## config.mk

```make
export PLATFORM = sky130hd
export DESIGN_NAME = stm_top
export DESIGN_NICKNAME = d
export VERILOG_FILES = /design/src/hdl/stm_dbg_pkg.sv /design/src/hdl/rv_trace_pkg.sv /design/src/hdl/stm_top.sv /design/src/hdl/stm_ctrl_regs.sv /design/src/hdl/stm_pkt_builder.sv /design/src/hdl/stm_event_queue.sv /design/src/hdl/stm_trace_tap.sv
export SDC_FILE = /design/constraint.sdc
export NUM_CORES = 1
export LEC_CHECK = 0
export CORE_UTILIZATION = 35
export CTS_CLUSTER_SIZE = 30
export DETAILED_ROUTE_END_ITERATION = 10
export DONT_BUFFER_PORTS = 1
export GPL_ROUTABILITY_DRIVEN = 0
export PLACE_DENSITY = 0.49
export SLEW_MARGIN = 30
export SYNTH_ARGS = -nofsm -noshare
export SYNTH_HDL_FRONTEND = slang
export SYNTH_HIERARCHICAL = 1
export SYNTH_SLANG_ARGS = --single-unit
```

## constraint.sdc

```tcl
create_clock -name clk -period 21.6 [get_ports clk]
set_input_delay 2.16 -clock clk [delete_from_list [all_inputs] [get_ports clk]]
set_output_delay 2.16 -clock clk [all_outputs]
set_load 0.05 [all_outputs]
```

## src/hdl/stm_dbg_pkg.sv

```systemverilog
`default_nettype none

package stm_dbg_pkg;

  ////////////////////////////////////////////////////////////////////////////
  // Debug interconnect flit
  ////////////////////////////////////////////////////////////////////////////

  typedef struct packed {
    logic        valid;                  // Flit present on the link
    logic        last;                   // Final flit of a packet
    logic [15:0] data;
  } dbg_flit_t;

  ////////////////////////////////////////////////////////////////////////////
  // Trace events
  ////////////////////////////////////////////////////////////////////////////

  // Raw event from the marker decoder
  typedef struct packed {
    logic [15:0] id;                     // Lower half of the marker
    logic [31:0] value;                  // x3 contents at the marker
  } stm_event_t;

  // Event as held in the queue
  typedef struct packed {
    logic [31:0] ts;                     // Cycle count at queue entry
    stm_event_t  evt;
  } stm_stamped_t;

  // Packet layout
  localparam int unsigned STM_PKT_FLITS  = 8;
  localparam int unsigned STM_IDX_W      = $clog2(STM_PKT_FLITS);
  localparam logic [15:0] STM_EVENT_TYPE = 16'h4000;

  // Register map, word addresses
  localparam logic [1:0] REG_CTRL    = 2'd0;
  localparam logic [1:0] REG_DEST    = 2'd1;
  localparam logic [1:0] REG_DROPPED = 2'd2;
  localparam logic [1:0] REG_LEVEL   = 2'd3;

endpackage

`default_nettype wire

```

## src/hdl/rv_trace_pkg.sv

```systemverilog
`default_nettype none

package rv_trace_pkg;

  ////////////////////////////////////////////////////////////////////////////
  // Core retirement trace
  ////////////////////////////////////////////////////////////////////////////

  // One beat per cycle from the core
  typedef struct packed {
    logic        valid;                  // Instruction retired this cycle
    logic [31:0] insn;                   // Retired instruction word
    logic        wben;                   // Register write-back this cycle
    logic [4:0]  wbreg;                  // Destination register
    logic [31:0] wbdata;                 // Value written
  } rv_trace_t;

  ////////////////////////////////////////////////////////////////////////////
  // Software marker encoding
  ////////////////////////////////////////////////////////////////////////////

  // Upper half of a marker instruction
  localparam logic [15:0] MARKER_HI = 16'h1500;

  // Register whose last value goes with each event
  localparam logic [4:0] SHADOW_REG = 5'd3;

endpackage

`default_nettype wire
```

## src/hdl/stm_top.sv

```systemverilog
`timescale 1ns/1ps
`default_nettype none

module stm_top #(
  parameter int unsigned FIFO_DEPTH = 4,
  parameter logic [15:0] CORE_ID    = 16'h0010
) (
  input  wire logic                    clk,
  input  wire logic                    arst_n,
  input  wire rv_trace_pkg::rv_trace_t trace,          // Core retirement beat
  // Register port
  input  wire logic                    wb_cyc,
  input  wire logic                    wb_stb,
  input  wire logic                    wb_we,
  input  wire logic [1:0]              wb_adr,
  input  wire logic [31:0]             wb_dat_i,
  output logic [31:0]                  wb_dat_o,
  output logic                         wb_ack,
  // Debug packet output
  output stm_dbg_pkg::dbg_flit_t       debug_out,
  input  wire logic                    debug_out_ready
);

  ////////////////////////////////////////////////////////////////////////////
  // Internal nets
  ////////////////////////////////////////////////////////////////////////////

  stm_dbg_pkg::stm_event_t      evt;
  logic                         evt_valid;
  stm_dbg_pkg::stm_stamped_t    head;
  logic                         head_valid;
  logic                         pop;
  logic                         enable;
  logic [15:0]                  dest;
  logic [15:0]                  dropped;
  logic [$clog2(FIFO_DEPTH):0]  level;
  logic                         clear_dropped;

  ////////////////////////////////////////////////////////////////////////////
  // Datapath
  ////////////////////////////////////////////////////////////////////////////

  stm_trace_tap u_tap (                     // Marker decode and x3 shadow
    .clk       (clk),
    .arst_n    (arst_n),
    .trace     (trace),
    .evt       (evt),
    .evt_valid (evt_valid)
  );

  stm_event_queue #(
    .FIFO_DEPTH (FIFO_DEPTH)
  ) u_queue (
    .clk           (clk),
    .arst_n        (arst_n),
    .enable        (enable),
    .evt           (evt),
    .evt_valid     (evt_valid),
    .head          (head),
    .head_valid    (head_valid),
    .pop           (pop),
    .dropped       (dropped),
    .level         (level),
    .clear_dropped (clear_dropped)
  );

  stm_pkt_builder #(
    .CORE_ID (CORE_ID)
  ) u_builder (
    .clk             (clk),
    .arst_n          (arst_n),
    .dest            (dest),
    .head            (head),
    .head_valid      (head_valid),
    .pop             (pop),
    .debug_out       (debug_out),
    .debug_out_ready (debug_out_ready)
  );

  // Control and status
  stm_ctrl_regs #(
    .FIFO_DEPTH (FIFO_DEPTH)
  ) u_regs (
    .clk           (clk),
    .arst_n        (arst_n),
    .wb_cyc        (wb_cyc),
    .wb_stb        (wb_stb),
    .wb_we         (wb_we),
    .wb_adr        (wb_adr),
    .wb_dat_i      (wb_dat_i),
    .wb_dat_o      (wb_dat_o),
    .wb_ack        (wb_ack),
    .enable        (enable),
    .dest          (dest),
    .dropped       (dropped),
    .level         (level),
    .clear_dropped (clear_dropped)
  );

endmodule

`default_nettype wire

```

## src/hdl/stm_ctrl_regs.sv

```systemverilog
`timescale 1ns/1ps
`default_nettype none

module stm_ctrl_regs #(
  parameter int unsigned FIFO_DEPTH = 4
) (
  input  wire logic                           clk,
  input  wire logic                           arst_n,
  // Wishbone classic slave
  input  wire logic                           wb_cyc,
  input  wire logic                           wb_stb,
  input  wire logic                           wb_we,
  input  wire logic [1:0]                     wb_adr,      // Word address
  input  wire logic [31:0]                    wb_dat_i,
  output logic [31:0]                         wb_dat_o,
  output logic                                wb_ack,
  // Control and status
  output logic                                enable,
  output logic [15:0]                         dest,
  input  wire logic [15:0]                    dropped,
  input  wire logic [$clog2(FIFO_DEPTH):0]    level,
  output logic                                clear_dropped
);

  logic        access;                      // New cycle, not yet acked
  logic        wr_en;
  logic [31:0] rd_data;

  ////////////////////////////////////////////////////////////////////////////
  // Bus handshake
  ////////////////////////////////////////////////////////////////////////////

  // Held ack blocks a second one while stb stays up
  assign access = wb_cyc && wb_stb && !wb_ack;
  assign wr_en  = access && wb_we;

  always_ff @(posedge clk or negedge arst_n) begin
    if (!arst_n) begin
      wb_ack <= 1'b0;
    end else begin
      wb_ack <= access;                     // Exactly one cycle
    end
  end

  ////////////////////////////////////////////////////////////////////////////
  // Registers
  ////////////////////////////////////////////////////////////////////////////

  always_ff @(posedge clk or negedge arst_n) begin
    if (!arst_n) begin
      enable        <= 1'b0;
      dest          <= '0;
      clear_dropped <= 1'b0;
    end else begin
      clear_dropped <= wr_en && (wb_adr == stm_dbg_pkg::REG_DROPPED);  // Pulse
      if (wr_en && (wb_adr == stm_dbg_pkg::REG_CTRL)) begin
        enable <= wb_dat_i[0];
      end
      if (wr_en && (wb_adr == stm_dbg_pkg::REG_DEST)) begin
        dest <= wb_dat_i[15:0];
      end
    end
  end

  // Read mux, upper bits zero
  always_comb begin
    case (wb_adr)
      stm_dbg_pkg::REG_CTRL:    rd_data = {31'd0, enable};
      stm_dbg_pkg::REG_DEST:    rd_data = {16'd0, dest};
      stm_dbg_pkg::REG_DROPPED: rd_data = {16'd0, dropped};
      default:                  rd_data = 32'(level);  // REG_LEVEL
    endcase
  end

  // Read data lines up with ack
  always_ff @(posedge clk or negedge arst_n) begin
    if (!arst_n) begin
      wb_dat_o <= '0;
    end else if (access && !wb_we) begin
      wb_dat_o <= rd_data;
    end
  end

endmodule

`default_nettype wire

```

## src/hdl/stm_pkt_builder.sv

```systemverilog
`timescale 1ns/1ps
`default_nettype none

module stm_pkt_builder #(
  parameter logic [15:0] CORE_ID = 16'h0010
) (
  input  wire logic                      clk,
  input  wire logic                      arst_n,
  input  wire logic [15:0]               dest,            // Packet destination
  input  wire stm_dbg_pkg::stm_stamped_t head,
  input  wire logic                      head_valid,
  output logic                           pop,             // Take queue head
  output stm_dbg_pkg::dbg_flit_t         debug_out,
  input  wire logic                      debug_out_ready
);

  localparam int unsigned IW = stm_dbg_pkg::STM_IDX_W;
  localparam logic [IW-1:0] LAST_IDX = IW'(stm_dbg_pkg::STM_PKT_FLITS - 1);

  stm_dbg_pkg::stm_stamped_t ev_q;          // Event being sent
  logic [15:0]               dest_q;        // Destination frozen per packet
  logic                      busy;
  logic [IW-1:0]             idx;           // Current flit
  logic                      xfer;
  logic                      is_last;
  logic [15:0]               word;

  ////////////////////////////////////////////////////////////////////////////
  // Packet sequencing
  ////////////////////////////////////////////////////////////////////////////

  assign pop     = !busy && head_valid;     // Idle and work waiting
  assign xfer    = busy && debug_out_ready;
  assign is_last = (idx == LAST_IDX);

  always_ff @(posedge clk or negedge arst_n) begin
    if (!arst_n) begin
      busy <= 1'b0;
      idx  <= '0;
    end else if (pop) begin
      busy <= 1'b1;
      idx  <= '0;
    end else if (xfer) begin
      if (is_last) begin
        busy <= 1'b0;                       // Next pop on the following cycle
      end
      idx <= idx + 1'b1;                    // Wraps to 0 after the eighth
    end
  end

  // Event and destination held for the whole packet
  always_ff @(posedge clk) begin
    if (pop) begin
      ev_q   <= head;
      dest_q <= dest;
    end
  end

  ////////////////////////////////////////////////////////////////////////////
  // Flit data
  ////////////////////////////////////////////////////////////////////////////

  always_comb begin
    case (idx)
      3'd0:    word = dest_q;
      3'd1:    word = CORE_ID;
      3'd2:    word = stm_dbg_pkg::STM_EVENT_TYPE;
      3'd3:    word = ev_q.ts[15:0];
      3'd4:    word = ev_q.ts[31:16];
      3'd5:    word = ev_q.evt.id;
      3'd6:    word = ev_q.evt.value[15:0];
      default: word = ev_q.evt.value[31:16];
    endcase
  end

  // Data and last depend only on held state, stable while stalled
  assign debug_out.valid = busy;
  assign debug_out.last  = busy && is_last;
  assign debug_out.data  = word;

endmodule

`default_nettype wire

```

## src/hdl/stm_event_queue.sv

```systemverilog
`timescale 1ns/1ps
`default_nettype none

module stm_event_queue #(
  parameter int unsigned FIFO_DEPTH = 4     // Power of two, at least 2
) (
  input  wire logic                          clk,
  input  wire logic                          arst_n,
  input  wire logic                          enable,        // Recording on
  input  wire stm_dbg_pkg::stm_event_t       evt,
  input  wire logic                          evt_valid,
  output stm_dbg_pkg::stm_stamped_t          head,          // Oldest entry
  output logic                               head_valid,
  input  wire logic                          pop,
  output logic [15:0]                        dropped,
  output logic [$clog2(FIFO_DEPTH):0]        level,
  input  wire logic                          clear_dropped
);

  localparam int unsigned AW = $clog2(FIFO_DEPTH);

  stm_dbg_pkg::stm_stamped_t mem [FIFO_DEPTH];

  logic [31:0] ts_cnt;                      // Free-running cycle counter
  logic [AW:0] wr_ptr;                      // Extra bit tells full from empty
  logic [AW:0] rd_ptr;
  logic [AW:0] fill;
  logic        full;
  logic        push_req;
  logic        push;
  logic        drop;
  logic        do_pop;

  ////////////////////////////////////////////////////////////////////////////
  // Timestamp
  ////////////////////////////////////////////////////////////////////////////

  // Reads 0 at the first edge after reset, then wraps
  always_ff @(posedge clk or negedge arst_n) begin
    if (!arst_n) begin
      ts_cnt <= '0;
    end else begin
      ts_cnt <= ts_cnt + 32'd1;
    end
  end

  ////////////////////////////////////////////////////////////////////////////
  // FIFO control
  ////////////////////////////////////////////////////////////////////////////

  assign fill       = wr_ptr - rd_ptr;
  assign full       = (fill == (AW+1)'(FIFO_DEPTH));
  assign head_valid = (fill != '0);
  assign level      = fill;

  assign do_pop   = pop && head_valid;
  assign push_req = evt_valid && enable;    // Disabled events just vanish
  assign push     = push_req && (!full || do_pop);  // Slot freed this edge
  assign drop     = push_req && !push;

  always_ff @(posedge clk or negedge arst_n) begin
    if (!arst_n) begin
      wr_ptr <= '0;
      rd_ptr <= '0;
    end else begin
      if (push) begin
        wr_ptr <= wr_ptr + 1'b1;
      end
      if (do_pop) begin
        rd_ptr <= rd_ptr + 1'b1;
      end
    end
  end

  // Storage, stamped on entry
  always_ff @(posedge clk) begin
    if (push) begin
      mem[wr_ptr[AW-1:0]] <= '{ts: ts_cnt, evt: evt};
    end
  end

  assign head = mem[rd_ptr[AW-1:0]];

  ////////////////////////////////////////////////////////////////////////////
  // Drop counter
  ////////////////////////////////////////////////////////////////////////////

  always_ff @(posedge clk or negedge arst_n) begin
    if (!arst_n) begin
      dropped <= '0;
    end else if (clear_dropped) begin
      dropped <= '0;                        // Clear beats a same-cycle drop
    end else if (drop && (dropped != '1)) begin
      dropped <= dropped + 16'd1;           // Saturates at all ones
    end
  end

endmodule

`default_nettype wire

```

## src/hdl/stm_trace_tap.sv

```systemverilog
`timescale 1ns/1ps
`default_nettype none

module stm_trace_tap (
  input  wire logic                    clk,
  input  wire logic                    arst_n,
  input  wire rv_trace_pkg::rv_trace_t trace,     // Retirement beat from core
  output stm_dbg_pkg::stm_event_t      evt,
  output logic                         evt_valid  // One cycle per marker
);

  rv_trace_pkg::rv_trace_t beat_q;                 // Sampled trace beat
  logic [31:0]             shadow_x3;
  logic                    x3_write;
  logic                    is_marker;

  ////////////////////////////////////////////////////////////////////////////
  // Input stage
  ////////////////////////////////////////////////////////////////////////////

  always_ff @(posedge clk or negedge arst_n) begin
    if (!arst_n) begin
      beat_q <= '0;
    end else begin
      beat_q <= trace;                             // Registered for timing
    end
  end

  // Decode on the sampled beat
  assign x3_write  = beat_q.wben && (beat_q.wbreg == rv_trace_pkg::SHADOW_REG);
  assign is_marker = beat_q.valid &&
                     (beat_q.insn[31:16] == rv_trace_pkg::MARKER_HI) &&
                     (beat_q.insn[15:0] != 16'h0);  // Id 0 is not an event

  ////////////////////////////////////////////////////////////////////////////
  // x3 shadow and event register
  ////////////////////////////////////////////////////////////////////////////

  always_ff @(posedge clk or negedge arst_n) begin
    if (!arst_n) begin
      shadow_x3 <= '0;
    end else if (x3_write) begin
      shadow_x3 <= beat_q.wbdata;
    end
  end

  always_ff @(posedge clk or negedge arst_n) begin
    if (!arst_n) begin
      evt_valid <= 1'b0;
    end else begin
      evt_valid <= is_marker;
    end
  end

  // Payload only loads on a marker
  always_ff @(posedge clk) begin
    if (is_marker) begin
      evt.id    <= beat_q.insn[15:0];
      // Same-beat x3 write wins over the old shadow
      evt.value <= x3_write ? beat_q.wbdata : shadow_x3;
    end
  end

endmodule

`default_nettype wire

```

* Word-level counts from Yosys, hierarchy flattened
Memory sizes are Yosys's and may differ from the RTL's. A register that Yosys moved wholly into a read port is not among the register bits.
Cells that the tools add are included.
** Word-level totals
- Register bits after elaboration :: 277
- Bits in writable memories :: 320
- Output and inout bits :: 51
- Memories kept :: 1
** Memory list
- u_queue.mem :: words 4, bits a word 80, rd ports 1, clocked after memory_dff 1, write ports 1, RTL line stm_event_queue.sv:22 : stm_dbg_pkg::stm_stamped_t mem [FIFO_DEPTH];
** Cells by class
- Add/sub/neg operators :: 6
- Eq/ne operators :: 13
- Muxes and demuxes :: 12
- Reductions and logical operators :: 32
** Operators by type and width (number)
- $pmux W16 S7 :: 1
- $pmux W16 S3 :: 1
- $add A32 B1 Y32 const B :: 1
- $mux W16 :: 2
- $mux W32 :: 1
- $logic_and A1 B1 Y1 :: 18
- $add A16 B1 Y16 const B :: 1
- $eq A16 B13 Y1 const B :: 1
- $ne A16 B16 Y1 const B :: 1
- $reduce_bool A16 Y1 :: 1
- $eq A3 B3 Y1 const B :: 5
- $add A3 B1 Y3 const B :: 3
- $eq A3 B2 Y1 const B :: 2
- $mux W3 :: 2
- $reduce_bool A2 Y1 :: 3
- $eq A5 B2 Y1 const B :: 1
- $logic_not A1 Y1 :: 5
- $mux W1 :: 5
- $eq A3 B1 Y1 const B :: 1
- $logic_not A3 Y1 :: 1
- $reduce_bool A3 Y1 :: 1
- $sub A3 B3 Y3 :: 1
- $eq A2 B1 Y1 const B :: 1
- $eq A2 B2 Y1 const B :: 1
- other kinds (3) :: 3

* Logic depth before layout (Yosys ltp)
Gate-level depths: netlist of the first run.
- Depth in word-level cells :: 11
- Gate-level depth with buffers :: 11
- Mapped depth without buffers :: 10

* Cells and area by module
Netlist of the first run, hierarchy kept.
** By module, submodules not included
- stm_event_queue :: times used 1, cells each 671, area each 14157.3 um^2, sequential area each 10960.5 um^2
- stm_trace_tap :: times used 1, cells each 203, area each 4684.5 um^2, sequential area each 4043.9 um^2
- stm_pkt_builder :: times used 1, cells each 222, area each 3890.0 um^2, sequential area each 2982.9 um^2
- stm_ctrl_regs :: times used 1, cells each 135, area each 1666.6 um^2, sequential area each 875.8 um^2

* Worst setup path after synthesis of the first run
No wires, ideal clock.
- Path kind :: flip-flop to flip-flop
- Start point :: reg u_queue.wr_ptr[0]
- End point :: mem u_queue/mem[3][0] (netlist bit), enable pin
- Library setup time :: 449 ps
- Data arrival time :: 8574 ps
- Required time :: 21151 ps
- Setup slack :: 12578 ps
- Cell stages (with the launch flop) :: 10
- Buffers on the path :: 0
- Period minus slack after synthesis :: 9022 ps
- Cells stage by stage :: dfrtp_1 inv_1 ha_1 fa_1 xor3_2 or3_2 nor2b_1 and3b_1 a21oi_1 and2_1
** On the way
- Cells in the longest elaborated chain, start to end :: 8
- Elaborated cells on any way between the ends :: 10
- Classes of those cells :: add/sub: 1; eq/ne: 1; mux: 2; reduce/logical: 6
** Ends and longest elaborated chain
- start, declared :: RTL line stm_event_queue.sv:25 : logic [AW:0] wr_ptr;
- start signal, assigned :: RTL line stm_event_queue.sv:67 : wr_ptr <= wr_ptr + 1'b1;
- $sub A3 B3 Y3 :: RTL line stm_event_queue.sv:51 : assign fill = wr_ptr - rd_ptr;
- via level[2] :: RTL line stm_top.sv:36 : logic [$clog2(FIFO_DEPTH):0] level;
- $reduce_bool A3 Y1 :: RTL line stm_event_queue.sv:53 : assign head_valid = (fill != '0);
- via head_valid :: RTL line stm_top.sv:31 : logic head_valid;
- $logic_and A1 B1 Y1 :: RTL line stm_pkt_builder.sv:32 : assign pop = !busy && head_valid;
- via pop :: RTL line stm_top.sv:32 : logic pop;
- $logic_and A1 B1 Y1 :: RTL line stm_event_queue.sv:56 : assign do_pop = pop && head_valid;
- $logic_or A1 B1 Y1 :: RTL line stm_event_queue.sv:58 : assign push = push_req && (!full || do_pop);
- $logic_and A1 B1 Y1 :: RTL line stm_event_queue.sv:58
- $mux W1 :: RTL line stm_event_queue.sv:77 : if (push) begin
- $mux W1 (implied by the code) :: RTL line stm_event_queue.sv:78 : mem[wr_ptr[AW-1:0]] <= '{ts: ts_cnt, evt: evt};
- end, declared :: RTL line stm_event_queue.sv:22
The timed path passes the listed nets, and every way through them passes these cells.

==> reports/results.md, run 1 <==
| Step | Parameter | Reported |
|---|---|---|
| status | Outcome | completed |
| die | Die Footprint | 70770 um2 |
| logic synthesis | Synth area leaders | edfxtp_1 57%, dfrtp_1 20%, mux4_2 7.4% |
| timing | Relative slew margins | 0.3510 |
| finish | Core utilization of the finished layout | 0.4050 |
| timing | Count of final setup violators | 0 |
| power | Pleak | 9.535 nW |
| die | Chip Width | 266.0 um |
| global route | Initial antenna violation count | 0 |
| die | Rows | 96 |
| detailed routing | Initial DRC Count | 668 |
| clock network | Largest buffer count on any clock path | 3 |
| timing | Pins over their slew limit | 0 |
| clock network | Number of instances resized during post-cts repair | 0 |
| logic synthesis | Most numerous cell in the Yosys netlist | edfxtp_1 |
| setup path | Kind of critical path | reg2out |
| timing | Maximum operating frequency | 179.6 MHz |
| detailed routing | Total detailed-routing wirelength | 49020 um |
| job | Count of maximum capacitance violations | 0 |
| placed design | Number of buffer cells added on primary ports | 0 |
| logic synthesis | Number of flops mapped to enable cells by yosys | 464 |
| power | Maximum resistive drop on vdd | 0.1095 mV |
| timing | Final critical path time including I/O delays and setup | 5.567 ns |
| setup path | Worst endpoint data arrival time | 3.41 ns |
| clock network | CTS H-tree lvls | 3 |
| detailed routing | Ratio of routed vias to standard cells | 4.929 |
| timing | Transition time at the pin with the least slew margin | 0.9736 ns |
| setup path | Critical Path Fanout Max | 32 |
| power | Power density relative to cell area | 111.2 nW/um2 |
| logic synthesis | Count of warnings emitted by yosys | 6 |
| timing | Setup slack of the critical path after layout | 16.03 ns |
| clock network | Clock-pin transition on the worst setup and hold timing paths | 0.06 ns |
| detailed routing | Length of the first detailed-routing pass in iterations | 5 |
| setup path | Startpoint class of the critical path | flop |
| global route | Wire length of the first global-routing pass | 72840 um |
| clock network | Clock sink count | 661 |
| timing | Clock Skew | 0.02552 ns |
| global route | Largest net degree at the start of global routing | 198 |
| detailed routing | Routed wirelength normalized by instance count | 21.61 um |
| detailed routing | Remaining design rule violation count | 0 |
| setup path | Buffers plus inverters on the worst setup path | 1 |
| clock network | Clock buffer count from CTS | 73 |
| finish | Layout Cells excl Fill | 2268 |
| logic synthesis | Avg Cell Area, Syn | 19.82 um2 |
| global route | Total grt overflow | 0 |
| worst hold path | Hold Path Class | reg2reg |
| timing | Unrepaired setup endpoints after global routing | false |
| placed design | Final HPWL DP | 29160 um |
| logic synthesis | Seq cells post-synth | 661 |
| die | Initial standard-cell utilization of the core | 0.3545 |
| clock network | TritonCTS clock tree | yes |
| finish | Layout-stage area growth over the synthesis result | 14.24% |
| global route | Number of global-route vias before repair | 11.34k |
| clock network | Clock insertion delay at the later pin of the skew report | 0.61 ns |
| finish | Net count reported at finish | 1405 |
| clock network | Post-CTS Repair Setup Buffers | 0 |
| setup path | CP Data Required Time | 19.44 ns |
| timing | Number of hold violations in the final report | 0 |
| logic synthesis | Share of the synthesized area in the top cell type | 0.5711 |
| setup path | Cell with the largest stage delay on the worst path | a31oi_2 |
| timing | Fraction of the cycle the final worst path needs | 0.2577 |
| global route | Global router's overall resource usage | 0.1403 |
| setup path | Capturing element type of the critical path | primary output |
| logic synthesis | Synthesized cell area | 24400 um2 |
| logic synthesis | Post-synth ARST share | 0.2980 |
| setup path | Slowest Stage Delay on Critical Path | 0.76 ns |
| setup path | Cell family with most CP delay | compound AO/OA/AOI/OAI gates |
| logic synthesis | Most common library cells after synthesis | 464 x edfxtp_1, 197 x dfrtp_1, 80 x mux4_2, 43 x a21oi_1, 40 x mux2_4 |
| finish | Ratio of cells with drive above 1 in the final layout | 0.2319 |
| placed design | Placed instance count | 2135 |
| clock network | Root buf cell | clkbuf_16 |
| logic synthesis | Distinct cells, synth | 53 |
| timing | Total Neg Setup Slack | 0 ns |
| logic synthesis | Post-Synthesis Cells | 1231 |
| setup path | Most common cell type on the critical path | ha_1 |
| logic synthesis | Prevailing post-synth register cell | edfxtp_1 |
| detailed routing | DR vias | 11.18k |
| setup path | Critical path cell sequence | ha_1, ha_1, buf_4, or4_4, a21boi_1, a31oi_2 |
| logic synthesis | Sequential area share after synthesis | 0.7731 |
| detailed routing | Final antenna-violating net count | 0 |
| clock network | Hold-fix buffer count after cts | 0 |
| die | Placeable core region | 68830 um2 |
| logic synthesis | Most area-hungry cell type in the Yosys netlist | edfxtp_1 |
| power | Overall Power | 3.099 mW |
| die | Number of top-level pins | 162 |
| placed design | Pre-CTS setup slack | 16.66 ns |
| finish | Count of inserted antenna diode cells | 0 |
| die | Y dimension of the die | 266.0 um |
## worst register-to-register path, stage by stage, from the launching register on
cell and delay (ns):
dfrtp_4 0.64, ha_1 0.28, fa_1 0.38, xor3_2 0.30
or3_2 0.24, nor2b_4 0.18, and3b_1 0.22, a21oi_1 0.50
and2_4 0.61, buf_4 0.78
## kinds of logic after synthesis
| group | synth area share |
|---|---|
| AO/OA/AOI/OAI | 0.03251 |
| XOR/XNOR | 0.01359 |
| adder cells (fa/ha/maj) | 0.008000 |
| buffers and inverters | 0.02067 |
| flip-flops | 0.7731 |
| multiplexers | 0.1133 |
| other | 0.0001537 |
| AND/OR/NAND/NOR | 0.03862 |
## sequential cells by signal (all words and copies together) (netlist names)
name,count
u_builder/busy,1
u_queue/wr_ptr,3
u_regs/wb_dat_o,16
u_queue/rd_ptr,3
u_regs/dest,16
u_builder/dest_q,16
u_regs/enable,1
u_queue/mem,320
u_builder/idx,3
u_tap/evt,48
u_queue/ts_cnt,32
u_tap/evt_valid,1
u_builder/ev_q,80
u_tap/shadow_x3,32
u_tap/beat_q,71
u_regs/clear_dropped,1
u_queue/dropped,16
u_regs/wb_ack,1
## cells in the final DEF, fill, tap and decap left out, types with 22 or more instances in the layout
master,netlist,layout
nand3_1,22,22
xnor2_1,31,31
edfxtp_1,464,464
nor2_1,38,38
dfrtp_1,197,195
clkbuf_16,0,76
mux4_2,80,80
mux2_4,40,40
a21oi_1,43,40
mux2_2,29,29
buf_4,18,29
## where the power goes
group / total [mW] / switching [mW] / internal, mW / leakage [nW]
Sequential: 1.44 / 0.0550 / 1.39 / 6.56
Combinational: 0.426 / 0.302 / 0.124 / 1.79
Clock: 1.23 / 0.494 / 0.737 / 1.19
Total: 3.10 / 0.851 / 2.25 / 9.54
## layout make-up
cell class / count / area, um2
sequential: 661 / 18870
fill: 6118 / 40950
clock inverter: 33 / 350.3
inverter: 13 / 48.80
tap: 931 / 1165
multi-input combinational: 501 / 5147
timing repair buffer: 29 / 217.7
clock buffer: 100 / 2072
## final timing paths
kind,start,end,slack [ns],depth (start not counted)
worst min-delay path,u_tap/beat_q[39],u_tap/evt[33],0.45,0
min in group asynchronous,arst_n,u_regs/dest[12],1.28,0
worst max register to register,u_queue/rd_ptr[0],u_queue/mem[0][63],17.01,9
worst min register to register,u_tap/beat_q[39],u_tap/evt[33],0.45,0
worst max-delay path,u_builder/idx[0],debug_out[14],16.03,6
max in group asynchronous,arst_n,u_tap/beat_q[62],19.84,0
## through the flow
step | area (um2) | hold slack, ns
floorplan | 24450 | 0.4253
global placement | 25430 | 0.4335
detailed placement | 25450 | 0.4334
CTS | 27870 | 0.4476
global route | 27870 | 0.4540
finish | 27870 | 0.4469
## per-layer routing
metal,track usage,wire (um),vias up
met4,0.04769,1228,0
met3,0.04409,3404,77
met5,0,0,-
li1,-,-,4956
met2,0.2185,23140,307
met1,0.1858,21240,5839
No activity file was read; power rests on OpenSTA's default activity.
==> run 2: changes to the inputs <==
ABC_AREA = 1   (was default)
clock period = 5.2 ns   (was 21.6 ns; I/O delays follow)
==> reports/results.md, run 2 <==
| Step | Parameter | Reported | Delta |
|---|---|---|---|
| timing | Unrepaired setup endpoints after global routing | false |  |
| power | Sequential group share of total power | 0.515 | +0.050 |
| detailed routing | Routed wirelength normalized by instance count | 18.50 um | -14% |
| setup path | Critical Path Fanout Max | 17 | -47% |
| logic synthesis | Simple-Gate Fraction of Synth Area | 0.1323 | +0.09366 |
| detailed routing | Final antenna-violating net count | 0 | unchanged |
| timing | Relative slew margins | 0.3908 | +0.03983 |
| logic synthesis | Most common library cells after synthesis | 464 x edfxtp_1, 318 x nand2_1, 235 x nor2_1, 197 x dfrtp_1, 165 x o21ai_0 |  |
| global route | Initial antenna violation count | 1 | +1 |
| clock network | Clock sink count | 661 | unchanged |
| die | Chip Width | 273.1 um | +2.7% |
| clock network | Post-CTS Repair Setup Buffers | 0 | unchanged |
| global route | Total grt overflow | 0 | unchanged |
| power | Share of power burned in combinational logic | 0.027 | -0.110 |
| logic synthesis | Combinational family with the most area after synthesis | simple AND/OR/NAND/NOR gates |  |
| detailed routing | DR vias | 15.00k | +34% |
| detailed routing | Initial DRC Count | 997 | +49% |
| finish | Core utilization of the finished layout | 0.4087 | +0.003754 |
| setup path | Cell family with most CP delay | simple AND/OR/NAND/NOR gates |  |
| finish | Ratio of cells with drive above 1 in the final layout | 0.1119 | -0.1199 |
| timing | Total Neg Setup Slack | 0 ns | unchanged |
| logic synthesis | Synthesized cell area | 25720 um2 | +5.4% |
| logic synthesis | Most numerous cell in the Yosys netlist | edfxtp_1 |  |
| power | Sw Pwr | 2.393 mW | +180% |
| global route | Number of global-route vias before repair | 14.96k | +32% |
| setup path | Capturing element type of the critical path | primary output |  |
| clock network | CTS H-tree lvls | 3 | unchanged |
| power | Pleak | 11.46 nW | +20% |
| timing | Clock Skew | 0.02908 ns | +0.003566 ns |
| logic synthesis | Avg Cell Area, Syn | 12.73 um2 | -36% |
| detailed routing | Remaining design rule violation count | 0 | unchanged |
| global route | Largest net degree at the start of global routing | 198 | unchanged |
| detailed routing | Length of the first detailed-routing pass in iterations | 7 | +2 |
| detailed routing | Total detailed-routing wirelength | 57560 um | +17% |
| power | Internal Power | 8.946 mW | +300% |
| timing | Number of hold violations in the final report | 0 | unchanged |
| status | Outcome | completed |  |
| finish | Count of inserted antenna diode cells | 0 | unchanged |
| timing | Pins over their slew limit | 0 | unchanged |
| logic synthesis | Synth area leaders | edfxtp_1 54%, dfrtp_1 19%, nand2_1 4.6% |  |
| die | Placeable core region | 72830 um2 | +5.8% |
| clock network | Root buf cell | clkbuf_16 |  |
| job | Count of maximum capacitance violations | 0 | unchanged |
| logic synthesis | Prevailing post-synth register cell | edfxtp_1 |  |
| clock network | Hold-fix buffer count after cts | 73 | +73 |
| power | Sw Ratio | 0.2110 | -0.06361 |
| die | Y dimension of the die | 273.1 um | +2.7% |
| logic synthesis | Seq cells post-synth | 661 | unchanged |
| logic synthesis | Post-Synthesis Cells | 2020 | +64% |
| finish | Net count reported at finish | 2220 | +58% |
| power | Power density relative to cell area | 380.9 nW/um2 | +240% |
| timing | Final critical path time including I/O delays and setup | 3.556 ns |  |
| logic synthesis | Most area-hungry cell type in the Yosys netlist | edfxtp_1 |  |
| die | Rows | 99 | +3.1% |
| worst hold path | Hold Path Class | in2reg |  |
| power | Maximum resistive drop on vdd | 0.2497 mV | +130% |
| logic synthesis | Compound-Gate Fraction of Synth Area | 0.07001 | +0.03749 |
| clock network | Clock-pin transition on the worst setup and hold timing paths | 0.06 ns | about the same |
| finish | Most frequent cells in the layout | 464 x edfxtp_1, 318 x nand2_1, 230 x nor2_1, 194 x dfrtp_1, 165 x o21ai_0 |  |
| setup path | Buffers plus inverters on the worst setup path | 0 | -1 |
| logic synthesis | Post-Synth Adder-Cell Area | 0.007589 | -0.0004106 |
| die | Number of top-level pins | 162 | unchanged |
| clock network | Clock buffer count from CTS | 73 | unchanged |
| setup path | Startpoint class of the critical path | flop |  |
| setup path | Slowest Stage Delay on Critical Path | 0.60 ns | -0.16 ns |
| setup path | Critical path cell sequence | ha_1, ha_1, nor2_2, nand3_1, nand3_1 |  |
| placed design | Number of buffer cells added on primary ports | 0 | unchanged |
| global route | Global router's overall resource usage | 0.1559 | +0.01555 |
| power | Clock network fraction of total power | 0.458 | +0.061 |
| finish | Layout-stage area growth over the synthesis result | 15.75% |  |
| timing | Fraction of the cycle the final worst path needs | 0.6838 |  |
| die | Die Footprint | 74570 um2 | +5.4% |
| setup path | CP Data Required Time | 4.68 ns | -14.76 ns |
| logic synthesis | Share of the synthesized area in the top cell type | 0.5418 | -0.02931 |
| detailed routing | Ratio of routed vias to standard cells | 4.821 | -2.2% |
| logic synthesis | Distinct cells, synth | 43 | -19% |
| logic synthesis | Mux cell area share after synthesis | 0 | -0.1133 |
| die | Initial standard-cell utilization of the core | 0.3531 | -0.001388 |
| finish | Commonest non-fill, non-tap cell in the layout | edfxtp_1 |  |
| timing | Hold Slack | 0.03483 ns | -0.4120 ns |
| clock network | TritonCTS clock tree | yes |  |
| timing | Maximum operating frequency | 281.2 MHz |  |
| logic synthesis | Synthesized-area fraction occupied by xor and xnor cells | 0.01158 | -0.002011 |
| setup path | Kind of critical path | reg2out |  |
| clock network | Largest buffer count on any clock path | 3 | unchanged |
| setup path | Cell with the largest stage delay on the worst path | nor2_2 |  |
| timing | Transition time at the pin with the least slew margin | 0.9138 ns | -0.05975 ns |
| placed design | Final HPWL DP | 33050 um | +13% |
| logic synthesis | Number of flops mapped to enable cells by yosys | 464 | unchanged |
| logic synthesis | Post-synth ARST share | 0.2980 | unchanged |
| logic synthesis | Count of warnings emitted by yosys | 6 | unchanged |
| global route | Wire length of the first global-routing pass | 88640 um | +22% |
| logic synthesis | Sequential area share after synthesis | 0.7334 | -0.03968 |
| finish | Max reg flops | 320 | unchanged |
| clock network | Clock insertion delay at the later pin of the skew report | 0.62 ns | about the same |
| clock network | Number of instances resized during post-cts repair | 0 | unchanged |
| setup path | Worst endpoint data arrival time | 3.04 ns | -0.37 ns |
| timing | Count of final setup violators | 0 | unchanged |
-- run 2: power by group through the flow --
stage / sequential (mW) / combinational [mW] / clock [mW]
finish: 5.84 / 0.302 / 5.19
global route: 5.85 / 0.345 / 5.54
CTS: 5.84 / 0.306 / 5.34
detailed placement: 5.95 / 0.227 / 0
global placement: 5.95 / 0.225 / 0
floorplan: 5.92 / 0.211 / 0
-- run 2: routing by layer --
layer / up-vias / track usage / wire (um)
met3: 89 / 0.03119 / 2732
met5: - / 0 / 0
met4: 0 / 0.05690 / 1680
met1: 7487 / 0.2055 / 25520
li1: 7126 / - / -
met2: 301 / 0.2546 / 27630
-- run 2: layout make-up --
class,count,area (um2)
well taps,959,1200
inverters,130,498.0
clock buffers,100,2072
flip-flops and latches,661,18870
repair buffers,91,963.4
multi-input cells,1137,5793
clock inverters,34,372.9
fillers,6887,43070
-- run 2: worst paths after layout --
| path | depth (start not counted) | slack (ns) | endpoint | from |
|---|---|---|---|---|
| max | 5 | 1.64 | debug_out[14] | u_builder/idx[0] |
| min | 2 | 0.03 | u_regs/dest[13] | wb_dat_i[13] |
| max reg2reg | 16 | 1.81 | u_queue/mem[1][68] | u_queue/wr_ptr[0] |
| min reg2reg | 0 | 0.45 | u_tap/evt[45] | u_tap/beat_q[51] |
| max in group asynchronous | 3 | 3.73 | u_queue/rd_ptr[0] | arst_n |
| min in group asynchronous | 2 | 0.46 | u_tap/beat_q[36] | arst_n |
-- run 2: worst register-to-register path: cells and delay by family (launching register included) --
| kind | cells | cell delay [ns] |
|---|---|---|
| flip-flops | 1 | 0.38 |
| buffers and inverters | 4 | 0.52 |
| AND/OR/NAND/NOR | 10 | 1.25 |
| adder cells (fa/ha/maj) | 2 | 0.62 |
-- run 2: cells by family (layout without fill, tap and decap cells) --
kind of cell,Yosys count,in the layout
AND/OR/NAND/NOR,770,770
buffers and inverters,237,355
flip-flops,661,661
XOR/XNOR,34,34
adder cells (fa/ha/maj),15,15
other,1,16
AO/OA/AOI/OAI,302,302
-- run 2: metrics by stage --
stage / total power [mW] / worst slack [ns] / std cells / instance area [um2]
final: 11.34 / 1.644 / 3112 / 29770
after global routing: 11.74 / 1.389 / 3112 / 29770
after CTS: 11.49 / 1.539 / 3110 / 29720
after detailed placement: 6.175 / 1.660 / 2903 / 26530
after global placement: 6.172 / 1.666 / 2903 / 26530
after floorplan: 6.127 / 0.6120 / 2035 / 25810
==> run 3: changes to the inputs <==
PLACE_DENSITY = 0.51   (was 0.49)
clock period = 3.05 ns   (was 5.2 ns; I/O delays follow)
==> reports/results.md, run 3 (same netlist as run 2, synthesis figures left out) <==
| Step | Parameter | Reported | Delta |
|---|---|---|---|
| status | Outcome | complete, but fails checks |  |
| status | Violations in the final reports | hold timing |  |
| global route | Initial antenna violation count | 0 | -1 |
| finish | Layout-stage area growth over the synthesis result | 18.73% |  |
| global route | Global router's overall resource usage | 0.1572 | +0.001303 |
| detailed routing | Total detailed-routing wirelength | 57650 um | +0.15% |
| power | Maximum resistive drop on vdd | 0.4405 mV | +76% |
| die | Rows | 99 | unchanged |
| clock network | Clock insertion delay at the later pin of the skew report | 0.61 ns | about the same |
| detailed routing | DR vias | 15.33k | +2.2% |
| setup path | CP Data Required Time | 3.35 ns | -1.33 ns |
| timing | Number of hold violations in the final report | 197 | +197 |
| timing | Hold Slack | -0.6043 ns | -0.6392 ns |
| die | Initial standard-cell utilization of the core | 0.3531 | unchanged |
| finish | Net count reported at finish | 2281 | +2.7% |
| die | Chip Width | 273.1 um | unchanged |
| finish | Most frequent cells in the layout | 464 x edfxtp_1, 315 x nand2_1, 230 x nor2_1, 194 x dfrtp_1, 164 x o21ai_0 |  |
| timing | Fraction of the cycle the final worst path needs | 0.9425 |  |
| placed design | Pre-CTS setup slack | 0.05265 ns | -1.608 ns |
| finish | Commonest non-fill, non-tap cell in the layout | edfxtp_1 |  |
| power | Power density relative to cell area | 626.6 nW/um2 | +65% |
| global route | Wire length of the first global-routing pass | 89530 um | +1.0% |
| finish | Core utilization of the finished layout | 0.4192 | +0.01053 |
| setup path | Origin of the critical flop-to-flop path | u_queue/rd_ptr[0] |  |
| power | Clock network fraction of total power | 0.452 | -0.006 |
| timing | Unrepaired setup endpoints after global routing | true |  |
| worst hold path | Hold Path Class | in2async |  |
| finish | Max reg flops | 320 | unchanged |
| clock network | Hold-fix buffer count after cts | 96 | +32% |
| clock network | Clock sink count | 661 | unchanged |
| setup path | Critical Path Fanout Max | 63 | +46 |
| timing | Maximum operating frequency | 347.9 MHz |  |
| setup path | Worst R2R Path Depth | 16 | unchanged |
| detailed routing | Routed wirelength normalized by instance count | 18.17 um | -1.8% |
| clock network | Root buf cell | clkbuf_16 |  |
| clock network | Clock buffer count from CTS | 71 | -2.7% |
| setup path | Worst endpoint data arrival time | 3.18 ns | +0.14 ns |
| placed design | Number of buffer cells added on primary ports | 0 | unchanged |
| clock network | Largest buffer count on any clock path | 3 | unchanged |
| power | Sequential group share of total power | 0.520 | +0.005 |
| detailed routing | Ratio of routed vias to standard cells | 4.832 | +0.22% |
| power | Overall Power | 19.13 mW | +69% |
| setup path | Capturing element type of the critical path | flop |  |
| timing | Clock Skew | 0.01468 ns | -0.01440 ns |
| power | Internal Power | 15.02 mW | +68% |
| clock network | TritonCTS clock tree | yes |  |
| power | Share of power burned in combinational logic | 0.028 | about the same |
| timing | Relative slew margins | 0.3627 | -0.02808 |
| timing | Setup slack of the critical path after layout | 0.1755 ns | -1.469 ns |
| global route | Number of global-route vias before repair | 15.28k | +2.1% |
| global route | Largest net degree at the start of global routing | 198 | unchanged |
| timing | Total Neg Setup Slack | 0 ns | unchanged |
| placed design | Final HPWL DP | 34550 um | +4.5% |
| die | Placeable core region | 72830 um2 | unchanged |
| setup path | Kind of critical path | reg2reg |  |
| finish | Ratio of cells with drive above 1 in the final layout | 0.1337 | +0.02176 |
| power | Sw Pwr | 4.111 mW | +72% |
| clock network | Clock-pin transition on the worst setup and hold timing paths | 0.06 ns | about the same |
| timing | Pins over their slew limit | 0 | unchanged |
| timing | Final critical path time including I/O delays and setup | 2.875 ns |  |
| power | Pleak | 11.84 nW | +3.3% |
| setup path | FF-to-FF setup slack | 0.18 ns | -1.63 ns |
| finish | Count of inserted antenna diode cells | 0 | unchanged |
| die | Number of top-level pins | 162 | unchanged |
| timing | Transition time at the pin with the least slew margin | 0.9559 ns | +0.04212 ns |
| global route | Total grt overflow | 0 | unchanged |
| setup path | End of the worst register-to-register path | u_queue/mem[1][63] |  |
| clock network | CTS H-tree lvls | 3 | unchanged |
| detailed routing | Remaining design rule violation count | 0 | unchanged |
| power | Sw Ratio | 0.2149 | +0.003811 |
| timing | Count of final setup violators | 0 | unchanged |
| detailed routing | Length of the first detailed-routing pass in iterations | 5 | -2 |
| job | Count of maximum capacitance violations | 0 | unchanged |
| die | Die Footprint | 74570 um2 | unchanged |
| detailed routing | Final antenna-violating net count | 0 | unchanged |
| detailed routing | Initial DRC Count | 972 | -2.5% |
| die | Y dimension of the die | 273.1 um | unchanged |
| setup path | Startpoint class of the critical path | flop |  |
[run 3: cell count changes in the layout (fill, tap and decap cells not counted), sizes merged]
cell and change:
clkinvlp -2, inv +5, clkbuf -15, buf +39
clkinv +11, dlygate4sd3 +23
[run 3: power by group through the flow]
stage	combinational, mW	sequential [mW]	clock (mW)
final	0.536	9.95	8.64
after global routing	0.595	9.98	9.23
after CTS	0.538	9.96	8.87
after detailed placement	0.431	10.1	0
after global placement	0.422	10.1	0
after floorplan	0.360	10.1	0
[run 3: worst max path at each step]
| stage | from | endpoint | slack, ns | cells after the start |
|---|---|---|---|---|
| 2_1_floorplan | u_queue/wr_ptr[0] | u_queue/mem[3][0] | -1.30 | 14 |
| 3_3_place_gp | u_queue/rd_ptr[0] | u_queue/mem[0][63] | -0.004 | 14 |
| 3_5_place_dp | u_queue/rd_ptr[0] | u_queue/mem[0][42] | 0.05 | 14 |
| 4_1_cts | u_queue/rd_ptr[0] | u_queue/mem[0][63] | 0.03 | 14 |
| 5_1_grt | u_queue/rd_ptr[0] | u_queue/mem[1][63] | -0.002 | 16 |
| 6_report | u_queue/rd_ptr[0] | u_queue/mem[1][63] | 0.18 | 16 |
[run 3: layout make-up]
cell class | count | area (um2)
fillers | 6752 | 42300
inverters | 130 | 496.7
clock inverters | 48 | 465.4
multi-input cells | 1137 | 5838
clock buffers | 84 | 1898
repair buffers | 154 | 1768
flip-flops and latches | 661 | 18870
well taps | 959 | 1200
[run 3: through the flow]
| step | hold slack (ns) | instances | area [um2] |
|---|---|---|---|
| after CTS | -0.6445 | 3168 | 30460 |
| after floorplan | 0.009409 | 2035 | 25840 |
| final | -0.6043 | 3173 | 30540 |
| after global routing | -0.6463 | 3173 | 30540 |
| after detailed placement | 0.01669 | 2939 | 27110 |
| after global placement | 0.01684 | 2939 | 27110 |
[run 3: per-layer routing]
metal / vias up / part of all wire / GRT usage
met1: 7662 / 0.44 / 0.2096
li1: 7239 / - / -
met5: - / 0 / 0
met2: 349 / 0.48 / 0.2596
met3: 81 / 0.047 / 0.02636
met4: 0 / 0.026 / 0.05381
[run 3: worst max-delay path, cell delays in order (launching register included)]
cell	delay [ns]
dfrtp_4	0.49
ha_4	0.17
fa_2	0.38
inv_2	0.07
nand2_2	0.05
nand2_1	0.06
nand2_1	0.05
nand2_1	0.10
nand3_2	0.08
nand2_2	0.09
clkinvlp_4	0.11
nor3_4	0.21
nand2_2	0.09
nand2_4	0.10
buf_4	0.18
nor2_4	0.05
buf_12	0.23
[run 3: what timing repair did]
action	in CTS	in global routing
hold endpoints to repair	304	197
cloned	0	1
buffers inserted	1	4
pin swaps	1	3
resized for setup	4	2
setup endpoints to repair	16	78
